$ cat src/include/snes_mem_config.svh
// ==========================================================
// Memory depth, work-RAM region and cartridge header offsets
// ==========================================================
`ifndef SNES_MEM_CONFIG_SVH
`define SNES_MEM_CONFIG_SVH

// Shared word memory, 2^18 words
`define SNES_MEM_WORD_BITS   18
// Top word-address bit, set for work RAM
`define SNES_WRAM_REGION     1'b1

// Internal header fields, offsets inside the header bank
`define SNES_HDR_MAPPER      15'h7FD4
`define SNES_HDR_TYPE        15'h7FD6
`define SNES_HDR_RAMSIZE     15'h7FD8
`define SNES_HDR_COMPANY     15'h7FDA

`define SNES_LOROM_PREFIX    9'h000
`define SNES_HIROM_PREFIX    9'h001
`define SNES_EXHIROM_PREFIX  9'h081
`define SNES_MIN_ROM_SHIFT   4'd12

`endif

$ cat src/hw/snes_mem_pkg.sv
// ==========================================================
// Vector types and state enums for the cartridge memory
// ==========================================================
`include "snes_mem_config.svh"

package snes_mem_pkg;

	// Memory side
	typedef logic [15:0] mem_word_t;
	typedef logic [`SNES_MEM_WORD_BITS-1:0] mem_addr_t;
	typedef logic [1:0] lane_t;

	// CPU and download side
	typedef logic [23:0] cart_addr_t;
	typedef logic [16:0] wram_addr_t;
	typedef logic [7:0] byte_t;

	// Coprocessor code in [7:4], map in [1:0]
	typedef logic [7:0] rom_type_t;
	typedef logic [23:0] mask_t;

	typedef enum logic {
		ARB_IDLE,
		ARB_RETURN
	} arb_state_e;

endpackage

$ cat src/hw/rom_port.sv
// ==========================================================
// CPU ROM read peer with one-word cache and odd-byte swap
// ==========================================================
`include "snes_mem_config.svh"

module rom_port (
	input  logic                     clk_sys,
	input  logic                     RESET_N,
	input  snes_mem_pkg::cart_addr_t rom_addr,
	input  logic                     rom_ce_n,
	input  logic                     rom_word,
	input  logic                     rom_ack,
	input  snes_mem_pkg::mem_word_t  mem_q,
	output logic                     rom_req,
	output snes_mem_pkg::mem_addr_t  rom_word_addr,
	output snes_mem_pkg::mem_word_t  rom_q,
	output logic                     rom_busy
);
	import snes_mem_pkg::*;

	mem_word_t fetched;
	mem_addr_t want_addr;
	logic cache_valid;
	logic miss;

	assign want_addr = {~`SNES_WRAM_REGION, rom_addr[`SNES_MEM_WORD_BITS-1:1]};
	assign miss = !rom_ce_n && !rom_busy && (!cache_valid || want_addr != rom_word_addr);

	always_ff @(posedge clk_sys) begin
		if (!RESET_N) begin
			rom_req <= 1'b0;
			rom_busy <= 1'b0;
			cache_valid <= 1'b0;
		end else begin
			if (miss) begin
				rom_req <= ~rom_req;
				rom_busy <= 1'b1;
				cache_valid <= 1'b1;
			end else if (rom_ack) begin
				rom_busy <= 1'b0;
			end
			// Cache only lives while the chip stays selected
			if (rom_ce_n)
				cache_valid <= 1'b0;
		end
	end

	always_ff @(posedge clk_sys) begin
		if (miss)
			rom_word_addr <= want_addr;
		if (rom_ack)
			fetched <= mem_q;
	end

	// Odd byte reads see the high byte in the low lane
	assign rom_q = (rom_word || !rom_addr[0]) ? fetched : {fetched[7:0], fetched[15:8]};

endmodule

$ cat config.mk
export PLATFORM = sky130hd
export DESIGN_NAME = rom_port
export DESIGN_NICKNAME = d
export VERILOG_FILES = /design/src/hw/snes_mem_pkg.sv /design/src/hw/rom_port.sv
export VERILOG_INCLUDE_DIRS = /design/src /design/src/include
export SDC_FILE = /design/constraint.sdc
export NUM_CORES = 1
export LEC_CHECK = 0
export BUFFER_PORTS_ARGS = -buffer_cell sky130_fd_sc_hd__buf_2
export CAP_MARGIN = 20
export CORE_ASPECT_RATIO = 1.5
export CORE_UTILIZATION = 50
export CTS_BUF_LIST = sky130_fd_sc_hd__clkbuf_8
export CTS_CLUSTER_SIZE = 16
export DETAILED_ROUTE_END_ITERATION = 10
export GPL_TIMING_DRIVEN = 0
export HOLD_SLACK_MARGIN = 0.02
export PLACE_DENSITY = 0.87
export SYNTH_ARGS = -nofsm -noshare
export SYNTH_HDL_FRONTEND = slang
export SYNTH_SLANG_ARGS = --single-unit
export TNS_END_PERCENT = 100
$ cat constraint.sdc
create_clock -name clk_sys -period 4 [get_ports clk_sys]
set_input_delay 0 -clock clk_sys [delete_from_list [all_inputs] [get_ports clk_sys]]
set_output_delay 0 -clock clk_sys [all_outputs]
set_load 0.005 [all_outputs]
==> metrics.yaml <==
path_class: "reg -> reg"
cts_tree: "built"
ys_ff_latch: 36
power_leakage_nw: 1.07
portBuffers: 73
drive_above_1_share: 0.347
clockPowerShare: 0.291
ctsHoldBuffers: 35
rsz0062_at_grt: "false"
detail-route-antenna-nets: 0
comb_power_share: 0.167
dp_cells: 241
overflow: 0
grt_start_max_net_pins: 18
pin_count: 81
layout.nets: 289
reg2reg_slack_ns: 1.97
p_per_area_nw_per_um2: 349
netlist_area_sq_um: 1570
ff_latch_area_sq_um: 1050
multi_input_area_sq_um: 483
antennaDiodeCount: 0
initialDrtViolationCount: 18
seqPwrFrac: 0.542
grt_use_met3: 0.0672
dp_hpwl_mm: 2.36
antenna_found_initial: 0
ys_seq_area_frac: 0.671
final_cells: 284
cp_max_fo: 10
max_freq_mhz: 492
slew_violations: 0
fin_tns_setup_ns: 0
fillers: 185
min_period_over_period: 0.508
cts-resized-gates: 0
wire_per_inst_microns: 12.8
drc_errors: 0
core_sq_um: 2940
cp-start-kind: "register"
htree_levels: 2
p_int_mw: 0.657
clk_pin_slew_worst_paths_ns: 0.07
netlist-cell-type-count: 26
globalplace.congestion: 0.718
finalHoldViolCount: 0
grt_use_total: 0.228
die_w_microns: 47.7
ys_warn_count: 0
dr.pass1.iters: 4
rows: 24
fin_skew_ns: 0.00442
cts.sinks: 36
grt_pass1_vias: 1294
synth_fp_nets: 173
switching_share: 0.225
required_ns: 3.99
slew_headroom: 0.450
grt_util_met1: 0.209
cp-end-kind: "register"
start_util: 0.532
cap_viol_max_count: 0
setup_viol_count_final: 0
ctsRootBufferMaster: "clkbuf_8"
drt-total-wl_mm: 3.64
cts_setup_buffers: 0
viasPerCell: 4.66
via_count: 1324
insertion_delay_ns: 0.27
die_y_microns: 70.5
fin_crit_ns: 2.03
worst_pin_slew_ns: 0.824
avgSynthCellArea_sq_um: 12.2
use_met2: 0.440
cp.arrival_ns: 2.02
cts_buffers: 5
syn_inst: 128
area_growth_syn_to_layout_pct: 55.3
globalRoute.busiestLayer: "met2"
switchingPower_mw: 0.191
peakVddDrop_v: 0.000288
clockBufferDepth: 2
hp-class: "in -> reg"
grt_pass1_wl_mm: 5.33
outcome: "completed"
floorplan.die_area_sq_um: 3360
[through the flow]
stage / utilization / power, mW / hold slack (ns) / setup WS, ns / cell area (sq um)
after floorplan: - / 0.516 / 0.0989 / 2.01 / 1570
after global placement: 0.673 / 0.573 / 0.177 / 1.71 / 1980
after detailed placement: 0.676 / 0.580 / 0.179 / 1.94 / 1990
after CTS: 0.826 / 0.855 / 0.142 / 1.96 / 2430
after global routing: 0.826 / 0.893 / 0.151 / 1.82 / 2430
final: 0.826 / 0.849 / 0.151 / 1.97 / 2430
[per-layer routing]
metal,up-vias,share of wire
li1,664,-
met1,604,0.36
met2,56,0.58
met3,0,0.052
met4,0,0
met5,-,0
[placed cells by master, fill, tap and decap left out, drive strengths merged]
cell and n:
buf 75, edfxtp 33, and2b 1, o2111ai 1
a2111o 1, nand4 4, nand2b 2, or2 1
nor2b 3, clkinvlp 1, dfxtp 3, dlygate4sd3 35
conb 1, a21oi 1, xor2 2, o21a 1
inv 3, or3 1, o21ai 1, xnor2 13
nand2 48, nor3 1, nor4 1, o211ai 1
a211oi 1, clkbuf 10
[state kept, by name, indices dropped and copies added (netlist names)]
| register | cells |
|---|---|
| rom_busy | 1 |
| rom_word_addr | 17 |
| rom_req | 1 |
| cache_valid | 1 |
| fetched | 16 |
[power groups by stage]
stage,Clock (mW),Combinational (mW),Sequential (mW)
final,0.247,0.142,0.460
after global routing,0.269,0.160,0.463
after CTS,0.256,0.140,0.458
after detailed placement,0,0.114,0.466
after global placement,0,0.108,0.465
after floorplan,0,0.0503,0.466
[final timing paths]
check	from	endpoint	depth (start not counted)
worst max-delay path	rom_word_addr[12]$_DFFE_PP_	rom_word_addr[11]$_DFFE_PP_	5
worst max register to register	rom_word_addr[12]$_DFFE_PP_	rom_word_addr[11]$_DFFE_PP_	5
worst min register to register	cache_valid$_SDFFE_PP0P_	cache_valid$_SDFFE_PP0P_	2
worst min-delay path	rom_ack	fetched[6]$_DFFE_PP_	1
[kinds of logic (layout without fill, tap and decap cells)]
group	count (synthesis)	count (layout)	synth area share
compound gates	7	7	0.0368
simple gates	62	62	0.181
buf+inv	7	124	0.0200
flops	36	36	0.671
xor+xnor	15	15	0.0887
other cells	1	1	0.00240
[area by class of cell]
cell class | count | share of cell area
plain buffers | 5 | 0.00926
clock buffers | 6 | 0.0340
multi-input cells | 85 | 0.199
clock inverters | 2 | 0.00309
flip-flops and latches | 36 | 0.432
repair buffers | 109 | 0.299
well taps | 39 | 0.0201
inverters | 2 | 0.00360
[worst max-delay path, stage by stage (launching register included)]
cell	delay, ns
edfxtp_1	0.42
xnor2_1	0.15
nand4_1	0.11
nor3_1	0.09
a211oi_2	0.72
buf_6	0.24
[synth_stat cells]
| cell type | n | share of area |
|---|---|---|
| nand2_1 | 48 | 0.12 |
| o21a_1 | 1 | 0.0048 |
| buf_4 | 1 | 0.0048 |
| and2b_1 | 1 | 0.0048 |
| nor2b_1 | 3 | 0.012 |
| nor3_1 | 1 | 0.0032 |
| inv_1 | 1 | 0.0024 |
| xor2_2 | 1 | 0.010 |
| or2_1 | 1 | 0.0040 |
| o2111ai_1 | 1 | 0.0056 |
| clkinvlp_2 | 1 | 0.0032 |
| conb_1 | 1 | 0.0024 |
| a2111o_1 | 1 | 0.0072 |
| clkbuf_1 | 4 | 0.0096 |
| nor4_4 | 1 | 0.014 |
| or3_1 | 1 | 0.0040 |
| a21oi_1 | 1 | 0.0032 |
| edfxtp_1 | 33 | 0.63 |
| nand2b_1 | 2 | 0.0080 |
| dfxtp_1 | 3 | 0.038 |
| nand4_1 | 4 | 0.016 |
| a211oi_2 | 1 | 0.0080 |
| xnor2_1 | 13 | 0.073 |
| o211ai_1 | 1 | 0.0048 |
| o21ai_0 | 1 | 0.0032 |
| xor2_1 | 1 | 0.0056 |
No activity file was read; power rests on OpenSTA's default activity.
