--- src/include/snes_mem_config.svh ---
// ==========================================================
// Memory depth, work-RAM region and cartridge header offsets
// ==========================================================
`ifndef SNES_MEM_CONFIG_SVH
`define SNES_MEM_CONFIG_SVH

// Shared word memory, 2^18 words
`define SNES_MEM_WORD_BITS   18
// Top word-address bit, set for work RAM
`define SNES_WRAM_REGION     1'b1

// Internal header fields, offsets inside the header bank
`define SNES_HDR_MAPPER      15'h7FD4
`define SNES_HDR_TYPE        15'h7FD6
`define SNES_HDR_RAMSIZE     15'h7FD8
`define SNES_HDR_COMPANY     15'h7FDA

`define SNES_LOROM_PREFIX    9'h000
`define SNES_HIROM_PREFIX    9'h001
`define SNES_EXHIROM_PREFIX  9'h081
`define SNES_MIN_ROM_SHIFT   4'd12

`endif

--- src/hw/snes_mem_pkg.sv ---
// ==========================================================
// Vector types and state enums for the cartridge memory
// ==========================================================
`include "snes_mem_config.svh"

package snes_mem_pkg;

	// Memory side
	typedef logic [15:0] mem_word_t;
	typedef logic [`SNES_MEM_WORD_BITS-1:0] mem_addr_t;
	typedef logic [1:0] lane_t;

	// CPU and download side
	typedef logic [23:0] cart_addr_t;
	typedef logic [16:0] wram_addr_t;
	typedef logic [7:0] byte_t;

	// Coprocessor code in [7:4], map in [1:0]
	typedef logic [7:0] rom_type_t;
	typedef logic [23:0] mask_t;

	typedef enum logic {
		ARB_IDLE,
		ARB_RETURN
	} arb_state_e;

endpackage

--- src/hw/wram_port.sv ---
// ==========================================================
// CPU work-RAM peer, strobe edges and byte-lane selection
// ==========================================================
`include "snes_mem_config.svh"

module wram_port (
	input  logic                     clk_sys,
	input  logic                     RESET_N,
	input  snes_mem_pkg::wram_addr_t wram_addr,
	input  snes_mem_pkg::byte_t      wram_d,
	input  logic                     wram_ce_n,
	input  logic                     wram_rd_n,
	input  logic                     wram_we_n,
	input  logic                     wram_ack,
	input  snes_mem_pkg::mem_word_t  mem_q,
	output logic                     wram_req,
	output snes_mem_pkg::mem_addr_t  wram_word_addr,
	output snes_mem_pkg::mem_word_t  wram_din,
	output logic                     wram_we,
	output snes_mem_pkg::lane_t      wram_lanes,
	output snes_mem_pkg::byte_t      wram_q,
	output logic                     wram_busy
);
	import snes_mem_pkg::*;

	mem_word_t fetched;
	logic rd, wr, rd_d, wr_d;
	logic start;

	assign rd = !wram_ce_n && !wram_rd_n;
	assign wr = !wram_ce_n && !wram_we_n;

	// New strobe, or a held read that moved to another word
	assign start = !wram_busy && ((rd && !rd_d) || (wr && !wr_d) ||
	                              (rd && wram_word_addr[15:0] != wram_addr[16:1]));

	always_ff @(posedge clk_sys) begin
		if (!RESET_N) begin
			wram_req <= 1'b0;
			wram_busy <= 1'b0;
			rd_d <= 1'b0;
			wr_d <= 1'b0;
		end else begin
			rd_d <= rd;
			wr_d <= wr;
			if (start) begin
				wram_req <= ~wram_req;
				wram_busy <= 1'b1;
			end else if (wram_ack) begin
				wram_busy <= 1'b0;
			end
		end
	end

	always_ff @(posedge clk_sys) begin
		if (start) begin
			wram_word_addr <= {`SNES_WRAM_REGION, 1'b0, wram_addr[16:1]};
			wram_din <= {wram_d, wram_d};
			wram_we <= wr;
			wram_lanes <= {wram_addr[0], ~wram_addr[0]};
		end
		if (wram_ack && !wram_we)
			fetched <= mem_q;
	end

	assign wram_q = wram_addr[0] ? fetched[15:8] : fetched[7:0];

endmodule

--- config.mk ---
export PLATFORM = sky130hd
export DESIGN_NAME = wram_port
export DESIGN_NICKNAME = d
export VERILOG_FILES = /design/src/hw/snes_mem_pkg.sv /design/src/hw/wram_port.sv
export VERILOG_INCLUDE_DIRS = /design/src /design/src/include
export SDC_FILE = /design/constraint.sdc
export NUM_CORES = 1
export LEC_CHECK = 0
export BUFFER_PORTS_ARGS = -buffer_cell sky130_fd_sc_hd__buf_2
export CAP_MARGIN = 40
export CORE_MARGIN = 4
export CORE_UTILIZATION = 45
export DETAILED_ROUTE_END_ITERATION = 6
export PLACE_DENSITY = 0.79
export SYNTH_ARGS = -nofsm -noshare
export SYNTH_HDL_FRONTEND = slang
export SYNTH_SLANG_ARGS = --single-unit
--- constraint.sdc ---
create_clock -name clk_sys -period 2.2 [get_ports clk_sys]
set_input_delay 0 -clock clk_sys [delete_from_list [all_inputs] [get_ports clk_sys]]
set_output_delay 0 -clock clk_sys [all_outputs]
set_load 0.01 [all_outputs]
==> run_results.csv, run 1 <==
group,metric,value,unit
worst_hold_path,hp-class,"primary input to register",
clock_tree,clkTransAtPathRegs,0.09,ns
setup_path,cp_data_required_time,2.22,ns
global_routing,grt-ovfl-total,0,
power_and_ir_drop,p_per_area,682,mW/mm2
die,ios,94,
sta,setup_viol,0,
die,die_width,72.0,um
finish,antenna_cells,0,
clock_tree,clock-sinks,47,
clock_tree,cts_buffer_depth,2,
global_routing,track_usage,16.0,%
setup_path,path_class,"register to register",
setup_path,slowest_delay,0.52,ns
clock_tree,postCtsSetupRepairBufs,0,
yosys,ys_seq_area_share,74.3,%
clock_tree,root_buffer,"clkbuf_8",
die,dieArea,0.00519,mm2
finish,fin_nets,286,
setup_path,cp_max_fo,25,
drt,via_per_inst,4.61,
yosys,syn_inst,107,
sta,fin_skew,0.0123,ns
sta,max_freq,518,MHz
finish,final_cell_mix,"buf_2, edfxtp_1, dlygate4sd3_1",
finish,drive_gt1_share,46.3,%
placement,place_area,0.00230,mm2
sta,final.min_clock_period,1.93,ns
global_routing,antenna_found_initial,0,
finish,syn2layout_area_growth,53.7,%
sta,hold_viol_final,0,
yosys,syn-cell-area,0.00185,mm2
yosys,synth_top_cell_area_share,70.0,%
placement,port_buffers,91,
setup_path,slowest_stage,"or4_4",
yosys,ys_warn_count,0,
die,fp-row-count,23,
drt,dr.first_iter.drc_count,66,
yosys,synth_fp_nets,154,
clock_tree,cts_htree_levels,2,
yosys,syn_area_per_cell,17.2,um2
drt,post-route-drc-count,0,
placement,gp_congestion,0.785,
placement,hpwl,2730,um
setup_path,arrival,1.95,ns
global_routing,grt_pass1_wl,6200,um
clock_tree,cts_tree,"yes",
power_and_ir_drop,vdd_ir_drop_max,568,uV
setup_path,crit_chain,"xor2_1, or4_4, nor3_4, a21oi_2, buf_4",
drt,drt-total-wl,3960,um
clock_tree,clkLatencyLatePin,0.30,ns
global_routing,grt_start_max_net_pins,26,
sta,drv_slew,0,
yosys,yosys-top-cells-area,"edfxtp_1, mux2_2, dfxtp_1, xnor2_1, buf_4",
flow_run,drv_cap,0,
sta,post-route-period-util,87.8,%
global_routing,grt_pass1_vias,1322,
sta,fin_tns_setup,0,ns
drt,drt_pass1_iterations,4,
setup_path,worstSetupStartpointType,"register",
finish,final_cell_area,0.00284,mm2
drt,wl_per_cell,13.6,um
yosys,ys_ff_latch,47,
run_status,status,"finished, final reports clean",
clock_tree,cts_resized,0,
yosys,ys_types,26,
die,initial_core_util,46.5,%
finish,layout_commonest_cell,"buf_2",
die,die_h,72.0,um
clock_tree,cts_buffers,5,
drt,num_vias,1337,
power_and_ir_drop,leakage,1.19,nW
setup_path,crit_path_end_kind,"register",
sta,rsz0062_at_grt,"no",
yosys,yosys.area.top_type,"edfxtp_1",
die,fp.coreArea,0.00397,mm2
drt,ant_nets,0,
-- cell families (layout without fill, tap and decap cells) --
| logic type | count (synthesis) | count (layout) | share of synthesized area (%) |
|---|---|---|---|
| other cells | 2 | 2 | 0.407 |
| simple gates | 19 | 19 | 7.19 |
| xor+xnor | 16 | 16 | 7.59 |
| flops | 47 | 47 | 74.3 |
| buf+inv | 12 | 145 | 4.47 |
| compound gates | 3 | 3 | 1.15 |
| mux | 8 | 8 | 4.88 |
-- worst max-delay path: cells and delay by family (launching register included) --
family,cells,cell delay (ns)
buffers and inverters,1,0.24
and+or+nand+nor,2,0.75
xor gates and xnor gates,1,0.16
AOI/OAI and AO/OA,1,0.11
DFF,1,0.40
-- layer usage --
metal	global-route usage (%)	up-vias	share of wire (%)
li1	-	645	-
met1	18.2	629	38
met2	27.6	57	53
met3	5.68	6	7.0
met4	6.47	0	1.9
met5	0	-	0
-- flip-flops by register name (all words and copies together), names as in the netlist --
register        flops
wram_we             1
fetched            16
rd_d                1
wram_busy           1
wram_din            8
wram_word_addr     16
wram_req            1
wram_lanes          2
wr_d                1
-- report_power, final --
part	switching (W)	internal, W
Clock	0.000264	0.000340
Sequential	0.0000236	0.00103
Combinational	0.000121	0.000151
Total	0.000408	0.00153
-- cells in the mapped netlist, drive strengths merged --
library cell and n:
nor3b 1, buf 10, conb 2, mux2 8, edfxtp 43, nor2b 2
or4 1, dfxtp 4, nor4 1, nand4 4, inv 1, o21a 1
a21oi 1, nor3 2, and2 1, nand2 1, xor2 7, o21ai 1
clkbuf 1, xnor2 9, and3 1, nand3 1, or4b 2, nor2 2
-- final timing paths --
path	start	endpoint	cells past startpoint	slack (ns)
worst max-delay path	wram_word_addr[5]	wram_word_addr[1]	5	0.27
worst min-delay path	wram_we_n	wram_we	2	0.02
worst max register to register	wram_word_addr[5]	wram_word_addr[1]	5	0.27
worst min register to register	wram_req	wram_req	2	0.55
-- area by class of cell --
class,count,area [um2]
clock buffer,7,76.3
clock inverter,1,30.0
fill,273,1130
inverter,1,3.75
multi-input combinational,48,392
sequential,47,1370
tap,50,62.6
timing repair buffer,136,901
-- metrics by stage --
stage | util, % | setup WS [ns] | power (W) | instances | hold slack [ns]
final | 71.4 | 0.268 | 0.00193 | 290 | 0.0210
after global routing | 71.4 | 0.182 | 0.00202 | 290 | 0.0314
after CTS | 71.4 | 0.261 | 0.00195 | 290 | 0.000479
after detailed placement | 57.9 | 0.263 | 0.00129 | 239 | 0.178
after global placement | 57.9 | 0.301 | 0.00129 | 239 | 0.177
after floorplan | - | 0.110 | 0.00119 | 107 | 0.0751
-- timing repair --
item	4_1_cts	5_1_grt
hold buffers	43	0
hold endpoints to repair	43	0
endpoints found under the setup margin	0	0
Power figures use the tool's default switching activity.
==> run 2: changes to the inputs <==
--- a/config.mk
+++ b/config.mk
@@ -12,6 +12,7 @@
 export CORE_UTILIZATION = 45
 export DETAILED_ROUTE_END_ITERATION = 6
 export PLACE_DENSITY = 0.79
+export RECOVER_POWER = 100
 export SYNTH_ARGS = -nofsm -noshare
 export SYNTH_HDL_FRONTEND = slang
 export SYNTH_SLANG_ARGS = --single-unit
==> run_results.csv, run 2 (synthesis gave the netlist of run 1 again) <==
group,metric,value,unit
run_status,status,"finished, final reports clean",
power_and_ir_drop,vdd_ir_drop_max,563,uV
setup_path,cp_max_fo,25,
finish,syn2layout_area_growth,48.9,%
drt,drt_pass1_iterations,4,
power_and_ir_drop,finalPower,0.00192,W
clock_tree,cts_buffers,5,
sta,worstMarginPinSlew,0.869,ns
drt,num_vias,1314,
setup_path,arrival,2.00,ns
clock_tree,root_buffer,"clkbuf_8",
finish,drive_gt1_share,18.3,%
drt,post-route-drc-count,0,
drt,via_per_inst,4.53,
sta,final.min_clock_period,1.98,ns
sta,fin_skew,0.0138,ns
drt,top_layer,"met4",
global_routing,track_usage,16.0,%
setup_path,crit_path_end_kind,"register",
drt,met2_length,2090,um
setup_path,worstSetupStartpointType,"register",
drt,dr.first_iter.drc_count,65,
global_routing,grt_pass1_vias,1322,
clock_tree,cts_buffer_depth,2,
sta,fin_tns_setup,0,ns
setup_path,path_class,"register to register",
clock_tree,postCtsSetupRepairBufs,0,
die,die_h,72.0,um
finish,fill_cells,314,
global_routing,grt_pass1_wl,6200,um
placement,hpwl,2730,um
worst_hold_path,hold_depth,2,
drt,wl_met1,1510,um
setup_path,r2r_cells,5,
placement,gp_congestion,0.785,
finish,fin_nets,286,
sta,rsz0062_at_grt,"no",
sta,setup_viol,0,
clock_tree,clkLatencyLatePin,0.30,ns
global_routing,grt_start_max_net_pins,26,
drt,drt-total-wl,3980,um
die,fp.coreArea,0.00397,mm2
die,dieArea,0.00519,mm2
sta,drv_slew,0,
global_routing,grt-ovfl-total,0,
global_routing,antenna_found_initial,0,
clock_tree,cts_hold_buf,43,
drt,wl_per_cell,13.7,um
sta,post-route-period-util,90.1,%
clock_tree,cts_htree_levels,2,
power_and_ir_drop,leakage,1.01,nW
clock_tree,clock-sinks,47,
die,ios,94,
finish,antenna_cells,0,
drt,ant_nets,0,
power_and_ir_drop,p_per_area,698,mW/mm2
placement,port_buffers,91,
sta,max_freq,505,MHz
clock_tree,cts_tree,"yes",
sta,hold_viol_final,0,
clock_tree,clkTransAtPathRegs,0.09,ns
die,die_width,72.0,um
finish,final_cell_mix,"clkbuf_1, edfxtp_1, dlygate4sd3_1",
finish,utilization,69.2,%
worst_hold_path,hp-class,"primary input to register",
drt,met3_length,304,um
flow_run,drv_cap,0,
clock_tree,cts_resized,0,
finish,top_regs,"fetched: 16 flops, wram_word_addr: 16 flops, wram_din: 8 flops",
sta,max_slew_margin,42.0,%
die,initial_core_util,46.5,%
finish,layout_commonest_cell,"clkbuf_1",
setup_path,cp_data_required_time,2.22,ns
die,fp-row-count,23,
## run 2: cell count changes in the layout (fill, tap and decap cells not counted)
cell / change
clkbuf_1: +66
a21oi_2: -1
a21oi_1: +1
buf_2: -65
buf_4: -1
## run 2: layout make-up
| cell class | count | area, um2 | area share (%) |
|---|---|---|---|
| clock buffers | 7 | 76.3 | 2.78 |
| inverters | 1 | 3.75 | 0.137 |
| well taps | 50 | 62.6 | 2.28 |
| multi-input cells | 48 | 388 | 14.1 |
| clock inverters | 1 | 30.0 | 1.09 |
| repair buffers | 136 | 816 | 29.7 |
| flip-flops and latches | 47 | 1370 | 49.9 |
## run 2: final timing paths
check | end | from | slack [ns]
worst max register to register | wram_word_addr[1] | wram_word_addr[5] | 0.22
worst max-delay path | wram_word_addr[1] | wram_word_addr[5] | 0.22
worst min register to register | wram_req | wram_req | 0.55
worst min-delay path | wram_we | wram_we_n | 0.02
## run 2: worst max-delay path: stages, from the launching register on
cell      delay (ns)
edfxtp_1        0.41
xor2_1          0.16
or4_4           0.52
nor3_4          0.21
a21oi_1         0.15
buf_4           0.26
## run 2: report_power, final
| group | switching (W) | internal, W |
|---|---|---|
| sequential | 0.0000247 | 0.00104 |
| combinational | 0.000122 | 0.000131 |
| clock | 0.000266 | 0.000340 |
## run 2: through the flow
stage	hold slack, ns	std cells	instance area (um2)	worst slack, ns
2_1_floorplan	0.0751	107	1850	0.110
3_3_place_gp	0.177	239	2300	0.301
3_5_place_dp	0.178	239	2300	0.263
4_1_cts	0.000479	290	2840	0.261
5_1_grt	0.0314	290	2750	0.130
6_report	0.0183	290	2750	0.219
## run 2: per-layer routing
layer  global-route usage (%)  vias up
met4                     6.47        0
met5                        0        -
li1                         -      647
met2                     27.6       56
met3                     5.68        6
met1                     18.2      605
