[config.mk]
export PLATFORM = sky130hd
export DESIGN_NAME = cart_loader
export DESIGN_NICKNAME = d
export VERILOG_FILES = /design/src/hw/snes_mem_pkg.sv /design/src/hw/cart_loader.sv
export VERILOG_INCLUDE_DIRS = /design/src /design/src/include
export SDC_FILE = /design/constraint.sdc
export NUM_CORES = 1
export LEC_CHECK = 0
export BUFFER_PORTS_ARGS = -buffer_cell sky130_fd_sc_hd__buf_2
export CAP_MARGIN = 20
export CORE_MARGIN = 2
export CORE_UTILIZATION = 41
export DETAILED_ROUTE_END_ITERATION = 8
export GPL_TIMING_DRIVEN = 0
export PLACE_DENSITY = 0.78
export SKIP_LAST_GASP = 1
export SYNTH_ARGS = -nofsm -noshare
export SYNTH_HDL_FRONTEND = slang
export SYNTH_SLANG_ARGS = --single-unit
[constraint.sdc]
create_clock -name clk_sys -period 2.46 [get_ports clk_sys]
set_input_delay 0.123 -clock clk_sys [delete_from_list [all_inputs] [get_ports clk_sys]]
set_output_delay 0.123 -clock clk_sys [all_outputs]
set_load 0.005 [all_outputs]
[src/include/snes_mem_config.svh]
// ==========================================================
// Memory depth, work-RAM region and cartridge header offsets
// ==========================================================
`ifndef SNES_MEM_CONFIG_SVH
`define SNES_MEM_CONFIG_SVH

// Shared word memory, 2^18 words
`define SNES_MEM_WORD_BITS   18
// Top word-address bit, set for work RAM
`define SNES_WRAM_REGION     1'b1

// Internal header fields, offsets inside the header bank
`define SNES_HDR_MAPPER      15'h7FD4
`define SNES_HDR_TYPE        15'h7FD6
`define SNES_HDR_RAMSIZE     15'h7FD8
`define SNES_HDR_COMPANY     15'h7FDA

`define SNES_LOROM_PREFIX    9'h000
`define SNES_HIROM_PREFIX    9'h001
`define SNES_EXHIROM_PREFIX  9'h081
`define SNES_MIN_ROM_SHIFT   4'd12

`endif

[src/hw/snes_mem_pkg.sv]
// ==========================================================
// Vector types and state enums for the cartridge memory
// ==========================================================
`include "snes_mem_config.svh"

package snes_mem_pkg;

	// Memory side
	typedef logic [15:0] mem_word_t;
	typedef logic [`SNES_MEM_WORD_BITS-1:0] mem_addr_t;
	typedef logic [1:0] lane_t;

	// CPU and download side
	typedef logic [23:0] cart_addr_t;
	typedef logic [16:0] wram_addr_t;
	typedef logic [7:0] byte_t;

	// Coprocessor code in [7:4], map in [1:0]
	typedef logic [7:0] rom_type_t;
	typedef logic [23:0] mask_t;

	typedef enum logic {
		ARB_IDLE,
		ARB_RETURN
	} arb_state_e;

endpackage

[src/hw/cart_loader.sv]
// ==========================================================
// Cartridge download peer, copier header skip and word writes
// ==========================================================
`include "snes_mem_config.svh"

module cart_loader (
	input  logic                    clk_sys,
	input  logic                    RESET_N,
	input  logic                    ioctl_download,
	input  snes_mem_pkg::byte_t     ioctl_index,
	input  logic                    ioctl_wr,
	input  snes_mem_pkg::cart_addr_t ioctl_addr,
	input  snes_mem_pkg::mem_word_t ioctl_dout,
	input  snes_mem_pkg::cart_addr_t ioctl_filesize,
	input  logic                    loader_ack,
	output logic                    loader_req,
	output snes_mem_pkg::mem_addr_t loader_addr,
	output snes_mem_pkg::mem_word_t loader_din,
	output logic                    ioctl_wait,
	output logic                    cart_download,
	output snes_mem_pkg::cart_addr_t cart_addr_adj
);

	// Indices 0 and 1 are cartridge images
	assign cart_download = ioctl_download && (ioctl_index[5:1] == 5'd0);

	// Low ten bits of the size are the 512-byte copier header, if any
	assign cart_addr_adj = ioctl_addr - {14'd0, ioctl_filesize[9:0]};

	always_ff @(posedge clk_sys) begin
		if (!RESET_N) begin
			loader_req <= 1'b0;
			ioctl_wait <= 1'b0;
		end else if (cart_download && ioctl_wr) begin
			loader_req <= ~loader_req;
			ioctl_wait <= 1'b1;
		end else if (loader_ack) begin
			ioctl_wait <= 1'b0;
		end
	end

	// Word address lands in the ROM half of the memory
	always_ff @(posedge clk_sys) begin
		if (cart_download && ioctl_wr) begin
			loader_addr <= {~`SNES_WRAM_REGION, cart_addr_adj[`SNES_MEM_WORD_BITS-1:1]};
			loader_din <= ioctl_dout;
		end
	end

	// Source holds off the next word until the previous one is stored
	assert property (@(posedge clk_sys) disable iff (!RESET_N) ioctl_wait |-> !ioctl_wr)
		else $error("ioctl_wr while ioctl_wait is high");

endmodule

==> impl_metrics.json, run 1 <==
{
  "muxShareOfSynthArea_pct": 0,
  "final_cell_mix": "buf_2, edfxtp_1, inv_1",
  "cp_slowest_cell": "fa_1",
  "die_y_um": 72.82,
  "ios": 138,
  "start_util_pct": 41.95,
  "cp.required_ns": 2.34,
  "period_needed_ns": 2.107,
  "hold_viol": 0,
  "viasPerCell": 4.790,
  "setup_viol": 0,
  "synth_cell_types": 38,
  "cp-end-kind": "output pin",
  "drive_gt1_share_pct": 49.13,
  "clk_latency_ns": 0.28,
  "period_share_pct": 85.65,
  "yosys_register_bits": 35,
  "path_max_fanout": 4,
  "slew_viol_final": 0,
  "synth_nets": 248,
  "synth_top_family_by_area": "simple AND/OR/NAND/NOR gates",
  "first_pass_iters": 4,
  "drc_errors": 0,
  "maxCapViolCount": 0,
  "cellLeakagePower_nw": 1.253,
  "htreeDepth": 2,
  "fmax_mhz": 474.6,
  "grt_pass1_wl_mm": 6.382,
  "synth-seq-area-share_pct": 53.09,
  "status": "finished clean",
  "cts_setup_buffers": 0,
  "grt_max_degree": 25,
  "die_w_um": 72.82,
  "p_sw_share_pct": 26.46,
  "rsz0062_at_grt": "false",
  "critical_path_class": "in -> out",
  "portBuffers": 119,
  "yosys.area_share.xor_xnor_pct": 10.37,
  "drt_iter0_drc": 41,
  "critical-path-max-stage-delay_ns": 0.40,
  "tightest_slew_ns": 0.5484,
  "clkPwrFrac_pct": 28.1,
  "clk_pin_slew_ns": 0.06,
  "die-area_mm2": 0.005303,
  "power.switching_mw": 0.3597,
  "cts_root_buf": "clkbuf_8",
  "diodes": 0,
  "core_mm2": 0.004629,
  "cts-buffers-inserted": 5,
  "grt_overflow_total": 0,
  "final_nets": 376,
  "pwr_density_cell_mw_per_mm2": 498.5,
  "yosysWarnings": 0,
  "place_congestion": 0.8010,
  "routedWlPerCell_um": 12.17,
  "final.setup_skew_ns": 0,
  "cp-start-kind": "primary input",
  "netlist_area_mm2": 0.001942,
  "post-dp-hpwl_mm": 3.501,
  "postSynthCellCount": 160,
  "synth_compound_area_share_pct": 9.343,
  "antenna_found_initial": 0,
  "fin_tns_setup_ns": 0,
  "fp-row-count": 25,
  "vias": 1643,
  "fillers": 414,
  "synth_fa_ha_area_share_pct": 7.474,
  "p_seq_share_pct": 49.0,
  "areaGrowthSynthToFinish_pct": 40.40,
  "mostFrequentLayoutCell": "buf_2",
  "cp_top_family": "compound AO/OA/AOI/OAI gates",
  "share_comb_of_total_power_pct": 22.9,
  "crit_arrival_ns": 1.98,
  "clock_tree.buffer_depth": 2,
  "ant_nets": 0,
  "synth.avg_cell_area_um2": 12.14,
  "yosys.area_share.simple_pct": 16.04,
  "cp_cell_sequence": "buf_2 > inv_1 > ha_1 > fa_1 > inv_1 > a21oi_1 > o21ai_2 > a41o_2 > nor3_2 > xor2_1 > buf_2",
  "dp.cells": 334,
  "grt_pass1_vias": 1458,
  "cts_sinks": 35,
  "critPathBufInv": 4,
  "fin_cells": 343,
  "wl_mm": 4.175,
  "cts_tree": "built",
  "max-vdd-ir-drop_uv": 230.5,
  "p_int_mw": 0.9994,
  "hold_path_class": "in -> reg",
  "gr-usage-all-layers_pct": 15.44,
  "max_slew_margin_pct": 63.44
}
state kept, by name, indices dropped and copies added, names as in the netlist:
signal       cells
loader_req       1
loader_din      16
loader_addr     17
ioctl_wait       1
cell type report:
| cell class | count | area [um2] | area share [%] |
|---|---|---|---|
| sequential | 35 | 1031 | 37.82 |
| multi-input combinational | 108 | 843.3 | 30.93 |
| timing repair buffer | 121 | 633.1 | 23.22 |
| clock buffer | 5 | 68.82 | 2.524 |
| tap | 54 | 67.56 | 2.478 |
| inverter | 16 | 60.06 | 2.203 |
| clock inverter | 3 | 15.01 | 0.5507 |
| buffer | 1 | 7.507 | 0.2754 |
worst paths after layout:
| check | start | end | slack [ns] | cells past startpoint |
|---|---|---|---|---|
| min | ioctl_dout[2] | loader_din[2] | 0.01 | 1 |
| min reg2reg | ioctl_wait | ioctl_wait | 0.49 | 2 |
| max reg2reg | loader_req | loader_req | 1.78 | 2 |
| max | ioctl_addr[0] | cart_addr_adj[12] | 0.35 | 11 |
through the flow:
stage          setup WS, ns  util, %  power, mW  area, um2  hold WS (ns)
6_report             0.3529    58.89      1.359       2726       0.01290
5_1_grt              0.1879    58.89      1.427       2726     0.0002311
4_1_cts              0.3691    58.68      1.371       2716      0.002101
3_5_place_dp         0.3813    56.86     0.9892       2633        0.3015
3_3_place_gp         0.3828    56.27     0.9830       2605        0.2995
2_1_floorplan        0.6223        -     0.8438       1942        0.2219
synth_stat cells:
cell / number / area (um2)
nor3_1: 2 / 10.01
fa_1: 1 / 20.02
buf_4: 1 / 7.510
inv_1: 16 / 60.06
nand4_1: 1 / 6.260
o41a_1: 1 / 11.26
o211ai_1: 1 / 7.510
ha_1: 10 / 125.1
a31oi_1: 1 / 6.260
nor4_4: 3 / 63.81
o21ai_0: 3 / 15.01
nor3_2: 3 / 30.03
edfxtp_1: 33 / 991.0
a22o_1: 1 / 8.760
xnor2_1: 11 / 96.34
nor2_1: 13 / 48.80
o221ai_2: 1 / 15.01
o21ai_2: 2 / 17.52
a41o_2: 1 / 11.26
or2_2: 1 / 6.260
nor2b_1: 1 / 6.260
nand3_2: 1 / 10.01
nand3_1: 5 / 25.02
conb_1: 1 / 3.750
and3_1: 1 / 6.260
and2_1: 2 / 12.51
a21oi_2: 2 / 17.52
a21oi_1: 8 / 40.04
nor4b_2: 1 / 15.01
xor2_1: 12 / 105.1
nand2b_1: 4 / 25.02
dfxtp_1: 2 / 40.04
nand2_1: 8 / 30.03
o2bb2ai_1: 1 / 8.760
nand3b_1: 1 / 7.510
a21o_1: 2 / 15.01
nor4b_1: 1 / 8.760
a21boi_0: 1 / 7.510
power groups by stage:
stage	clock network, mW	logic (mW)	registers (mW)
final	0.382	0.311	0.666
after global routing	0.415	0.346	0.666
after CTS	0.394	0.311	0.666
after detailed placement	0	0.310	0.679
after global placement	0	0.304	0.679
after floorplan	0	0.164	0.680
layer usage:
metal | up-vias | track usage [%] | wire, um
met3 | 6 | 2.624 | 245
met2 | 63 | 27.07 | 2121
met1 | 749 | 18.53 | 1725
met5 | - | 0 | 0
met4 | 0 | 6.790 | 81
li1 | 825 | - | -
timing repair:
action                    in CTS  in global routing
gates resized for setup        0                  0
hold endpoints to repair       0                  1
hold buffers                   0                  1
cells by family (layout without fill, tap and decap cells):
kind of cell	count (synthesis)	in the layout
AND/OR/NAND/NOR	48	48
flip-flops	35	35
AO/OA/AOI/OAI	25	25
XOR/XNOR	23	23
buffers and inverters	17	146
adder cells (fa/ha/maj)	11	11
other	1	1
No activity file was read; power rests on OpenSTA's default activity.
==> inputs of run 2 (changes only) <==
--- a/config.mk
+++ b/config.mk
@@ -9,10 +9,10 @@
 export BUFFER_PORTS_ARGS = -buffer_cell sky130_fd_sc_hd__buf_2
 export CAP_MARGIN = 20
 export CORE_MARGIN = 2
-export CORE_UTILIZATION = 41
+export CORE_UTILIZATION = 37
 export DETAILED_ROUTE_END_ITERATION = 8
 export GPL_TIMING_DRIVEN = 0
-export PLACE_DENSITY = 0.78
+export PLACE_DENSITY = 0.74
 export SKIP_LAST_GASP = 1
 export SYNTH_ARGS = -nofsm -noshare
 export SYNTH_HDL_FRONTEND = slang
==> constraint.sdc (replaced) <==
create_clock -name clk_sys -period 1.81 [get_ports clk_sys]
set_input_delay 0.0905 -clock clk_sys [delete_from_list [all_inputs] [get_ports clk_sys]]
set_output_delay 0.0905 -clock clk_sys [all_outputs]
set_load 0.005 [all_outputs]
==> run 2 against run 1 <==
Compared with the run above: the flow now finishes with violations (negative setup slack); sequential share of layout area shrank 6.8 points; critical path depth is the same; combinational power grew 99%; via count grew 10%; largest cell class is now multi-input combinational cells; highest routed layer unchanged; critical path type unchanged; core utilization grew 6.6 points; cell count grew 13%; wire length grew 32%; global-route usage grew 2.0 points.
==> impl_metrics.json, run 2 (synthesis gave the netlist of run 1 again) <==
{
  "cp-start-kind": "primary input",
  "tightest_slew_ns": 0.6172,
  "ios": 138,
  "reg_top3": "loader_addr x17, loader_din x16",
  "dp_slack_ns": -0.2764,
  "slew_viol_final": 0,
  "fp-row-count": 26,
  "violations": "negative setup slack",
  "status": "finished, violations left",
  "die_w_um": 76.45,
  "drive_gt1_share_pct": 59.18,
  "cp_slowest_cell": "o41a_1",
  "cts_sinks": 35,
  "drt_iter0_drc": 43,
  "worst_slack_ns": -0.06966,
  "clk_latency_ns": 0.28,
  "regMostFlops": "loader_addr",
  "final_nets": 403,
  "period_needed_ns": 1.880,
  "ant_nets": 0,
  "post-dp-hpwl_mm": 3.732,
  "hold_viol": 0,
  "clk_pin_slew_ns": 0.06,
  "period_share_pct": 103.8,
  "cts_tree": "built",
  "antenna_found_initial": 0,
  "path_max_fanout": 4,
  "cpMostUsedCell": "buf_2",
  "placed_cell_area_mm2": 0.002653,
  "postLayoutCoreUtil_pct": 65.51,
  "grt_max_degree": 24,
  "grt_pass1_wl_mm": 8.100,
  "maxCapViolCount": 0,
  "cp.required_ns": 1.72,
  "final_cell_area_mm2": 0.003324,
  "areaGrowthSynthToFinish_pct": 71.20,
  "hold_path_class": "in -> reg",
  "cp-end-kind": "output pin",
  "clock_tree.buffer_depth": 2,
  "mostFrequentLayoutCell": "buf_2",
  "core_mm2": 0.005075,
  "met3_usage_pct": 3.318,
  "grt_overflow_total": 0,
  "die-area_mm2": 0.005844,
  "cp_cell_sequence": "buf_2 > inv_1 > ha_4 > o211ai_1 > a21oi_4 > buf_4 > nor2_2 > o41a_1 > nand3_2 > xnor2_2 > buf_2",
  "cellLeakagePower_nw": 1.438,
  "rsz0062_at_grt": "true",
  "wl_mm": 5.526,
  "critical-path-max-stage-delay_ns": 0.38,
  "diodes": 0,
  "crit_arrival_ns": 1.79,
  "pwr_density_cell_mw_per_mm2": 626.3,
  "fillers": 387,
  "first_pass_iters": 4,
  "fin_cells": 386,
  "viasPerCell": 4.697,
  "die_y_um": 76.45,
  "grtUsageMet2_pct": 31.50,
  "use_met1_pct": 19.41,
  "place_congestion": 0.7886,
  "critical_path_class": "in -> out",
  "drc_errors": 0,
  "max-vdd-ir-drop_uv": 309.6,
  "routedWlPerCell_um": 14.32,
  "grt_pass1_vias": 1763,
  "portBuffers": 119,
  "gr-usage-all-layers_pct": 17.43,
  "power.total_mw": 2.082,
  "start_util_pct": 38.26,
  "largest_reg_flops": 17,
  "vias": 1813,
  "dp.cells": 350,
  "cts-buffers-inserted": 5,
  "final.setup_skew_ns": 0,
  "cts_root_buf": "clkbuf_8",
  "max_slew_margin_pct": 58.86,
  "gr-max-usage-layer": "met2",
  "setup_viol": 5,
  "final_cell_mix": "buf_2, edfxtp_1, dlygate4sd3_1",
  "fmax_mhz": 532.0,
  "htreeDepth": 2
}
==> run 2: cell types whose count changed in the layout (fill, tap and decap cells not counted), moves of 7 or more <==
cell / delta
buf_2: -7
buf_4: +12
buf_6: +7
dlygate4sd3_1: +15
ha_1: -8
ha_4: +8
==> run 2: metal layers <==
metal | share of wire, % | wire [um] | up-vias
li1 | - | - | 878
met1 | 38 | 2111 | 844
met2 | 55 | 3023 | 81
met3 | 5.1 | 280 | 10
met4 | 2.0 | 111 | 0
met5 | 0 | 0 | -
==> run 2: path summary, 6_finish.rpt <==
| path | start | end | cells past startpoint | slack, ns |
|---|---|---|---|---|
| setup / recovery | ioctl_filesize[3] | cart_addr_adj[13] | 11 | -0.07 |
| hold / removal | RESET_N | loader_req | 2 | 0.04 |
| setup reg to reg | loader_req | loader_req | 2 | 1.11 |
| hold reg to reg | ioctl_wait | ioctl_wait | 2 | 0.48 |
==> run 2: stage by stage <==
stage | hold slack (ns) | TNS, ns
floorplan | 0.1894 | 0
global placement | 0.2677 | -6.895
detailed placement | 0.2686 | -3.168
CTS | 0.03086 | -0.05267
global route | 0.04541 | -0.8918
finish | 0.03738 | -0.2461
==> run 2: area by class of cell <==
cell class / instances / area, um2 / area share [%]
clock buffer: 7 / 86.33 / 2.597
tap: 70 / 87.58 / 2.635
inverter: 16 / 65.06 / 1.957
clock inverter: 1 / 5.005 / 0.1505
timing repair buffer: 148 / 917.1 / 27.59
multi-input combinational: 108 / 1125 / 33.84
buffer: 1 / 7.507 / 0.2258
sequential: 35 / 1031 / 31.01
==> run 2: report_power, final <==
group | total, mW | internal (mW) | leakage, nW | switching, mW
combinational | 0.620 | 0.311 | 1.08 | 0.309
clock | 0.558 | 0.306 | 0.0482 | 0.251
sequential | 0.905 | 0.904 | 0.313 | 0.00121
total | 2.08 | 1.52 | 1.44 | 0.561
==> run 2: what timing repair did <==
item,CTS,global route
hold endpoints to repair,16,0
buffers inserted,5,7
pin swaps,13,11
gates cloned,0,0
resized for setup,28,33
hold buffers,16,0
setup endpoints to repair,14,15
==> run 2: worst max-delay path: cells and delay by family <==
| family | cells | cell delay (ns) |
|---|---|---|
| xor gates and xnor gates | 1 | 0.12 |
| adders and majority gates | 1 | 0.28 |
| AOI/OAI and AO/OA | 3 | 0.71 |
| and+or+nand+nor | 2 | 0.17 |
| buffers and inverters | 4 | 0.42 |
==> inputs of run 3 (changes only) <==
--- a/config.mk
+++ b/config.mk
@@ -9,10 +9,10 @@
 export BUFFER_PORTS_ARGS = -buffer_cell sky130_fd_sc_hd__buf_2
 export CAP_MARGIN = 20
 export CORE_MARGIN = 2
-export CORE_UTILIZATION = 37
+export CORE_UTILIZATION = 41
 export DETAILED_ROUTE_END_ITERATION = 8
 export GPL_TIMING_DRIVEN = 0
-export PLACE_DENSITY = 0.74
+export PLACE_DENSITY = 0.78
 export SKIP_LAST_GASP = 1
 export SYNTH_ARGS = -nofsm -noshare
 export SYNTH_HDL_FRONTEND = slang
==> constraint.sdc (replaced) <==
create_clock -name clk_sys -period 2 [get_ports clk_sys]
set_input_delay 0.1 -clock clk_sys [delete_from_list [all_inputs] [get_ports clk_sys]]
set_output_delay 0.1 -clock clk_sys [all_outputs]
set_load 0.005 [all_outputs]
==> run 3 against run 2 <==
Compared with the run above: the run now ends clean; die area decreased by 9.3%; register-to-register slack improved by 0.21 ns; sequential power decreased by 9.5%; critical path depth unchanged; critical endpoint is now cart_addr_adj[12]; largest cell class is now flip-flops and latches; largest power group unchanged; highest routed layer unchanged.
==> impl_metrics.json, run 3 (synthesis gave the netlist of run 1 again) <==
{
  "critical_path_depth": 11,
  "routedWlPerCell_um": 13.63,
  "htreeDepth": 2,
  "first_pass_iters": 4,
  "vias": 1743,
  "drive_gt1_share_pct": 52.92,
  "cts-buffers-inserted": 5,
  "hold_viol": 0,
  "final_cell_area_mm2": 0.003018,
  "place_congestion": 0.8010,
  "die_w_um": 72.82,
  "status": "finished clean",
  "die_y_um": 72.82,
  "cts_sinks": 35,
  "hold_depth": 2,
  "portBuffers": 119,
  "final.setup_skew_ns": 0,
  "start_util_pct": 41.95,
  "drt_iter0_drc": 77,
  "critical-path-max-stage-delay_ns": 0.39,
  "cp-end-kind": "output pin",
  "cts_tree": "built",
  "critical_path_class": "in -> out",
  "power.total_mw": 1.754,
  "grt_pass1_wl_mm": 7.134,
  "pwr_density_cell_mw_per_mm2": 581.3,
  "cp.required_ns": 1.90,
  "ant_nets": 0,
  "placed_cell_area_mm2": 0.002633,
  "grt_max_degree": 25,
  "fp-row-count": 25,
  "antenna_found_initial": 0,
  "largest_reg_flops": 17,
  "slew_viol_final": 0,
  "grt_overflow_total": 0,
  "cp_top_family": "compound AO/OA/AOI/OAI gates",
  "setup_viol": 0,
  "tightest_slew_ns": 0.5511,
  "max-vdd-ir-drop_uv": 264.0,
  "cp-start-kind": "primary input",
  "mostFrequentLayoutCell": "buf_2",
  "cellLeakagePower_nw": 1.336,
  "ff2ff_path_depth": 2,
  "crit_arrival_ns": 1.88,
  "post-dp-hpwl_mm": 3.501,
  "cts_root_buf": "clkbuf_8",
  "cp_slowest_cell": "fa_2",
  "drc_errors": 0,
  "fmax_mhz": 505.0,
  "postLayoutCoreUtil_pct": 65.19,
  "cpMostUsedCell": "buf_2",
  "path_max_fanout": 3,
  "diodes": 0,
  "wl_mm": 4.935,
  "dp_slack_ns": -0.04556,
  "period_needed_ns": 1.980,
  "clock_tree.buffer_depth": 2,
  "clk_pin_slew_ns": 0.06,
  "period_share_pct": 99.01,
  "hold_path_class": "in -> reg",
  "reg_top3": "loader_addr x17, loader_din x16",
  "cp_cell_sequence": "buf_2 > inv_1 > ha_2 > fa_2 > inv_2 > a21oi_2 > o21ai_2 > a41o_4 > nor3_2 > xor2_1 > buf_2",
  "clk_latency_ns": 0.28,
  "max_slew_margin_pct": 63.26,
  "die-area_mm2": 0.005303,
  "final_cell_mix": "buf_2, edfxtp_1, dlygate4sd3_1",
  "grt_pass1_vias": 1613,
  "viasPerCell": 4.815,
  "core_mm2": 0.004629,
  "gr-usage-all-layers_pct": 17.39,
  "worst_slack_ns": 0.01988,
  "critPathBufInv": 4,
  "regMostFlops": "loader_addr",
  "ios": 138,
  "fillers": 382,
  "maxCapViolCount": 0,
  "areaGrowthSynthToFinish_pct": 55.41,
  "final_nets": 395
}
## run 3: path summary, 6_finish.rpt
kind,from,endpoint,slack (ns)
worst max-delay path,ioctl_addr[0],cart_addr_adj[12],0.02
worst min-delay path,RESET_N,loader_req,0.03
worst min register to register,ioctl_wait,ioctl_wait,0.49
worst max register to register,loader_req,loader_req,1.32
## run 3: metrics by stage
step	instances	hold WS, ns	setup TNS (ns)
6_report	362	0.03202	0
5_1_grt	362	0.03419	-0.2637
4_1_cts	358	0.02501	-0.1166
3_5_place_dp	334	0.2785	-0.1638
3_3_place_gp	333	0.2765	-0.1378
2_1_floorplan	160	0.1989	0
## run 3: repair_timing
action | in CTS | in global routing
gates resized for setup | 2 | 19
pin swaps | 0 | 10
hold endpoints to repair | 16 | 0
hold buffers | 16 | 0
setup buffers | 0 | 4
setup endpoints to repair | 3 | 14
## run 3: layout make-up
class                      instances  area (um2)  area share [%]
sequential                        35        1031           34.16
clock buffer                       5       68.82           2.280
tap                               54       67.56           2.239
inverter                          16       60.06           1.990
timing repair buffer             140       813.3           26.95
buffer                             1       7.507          0.2488
multi-input combinational        108       954.7           31.63
clock inverter                     3       15.01          0.4975
## run 3: power by group
part | total [mW] | internal [mW] | leakage [nW] | switching [mW]
sequential | 0.819 | 0.818 | 0.313 | 0.00117
clock | 0.472 | 0.236 | 0.0392 | 0.236
combinational | 0.463 | 0.225 | 0.984 | 0.238
## run 3: worst reg2reg max path, delay by kind of cell (launching register included)
| kind | cells | cell delay [ns] |
|---|---|---|
| flip-flops | 1 | 0.32 |
| AND/OR/NAND/NOR | 1 | 0.14 |
| XOR/XNOR | 1 | 0.12 |
## run 3: routing by layer
metal | share of wire, % | wire, um | global-route usage [%]
met1 | 40 | 1978 | 20.37
met2 | 52 | 2582 | 31.82
met3 | 5.4 | 267 | 2.486
met4 | 2.2 | 107 | 6.790
met5 | 0 | 0 | 0
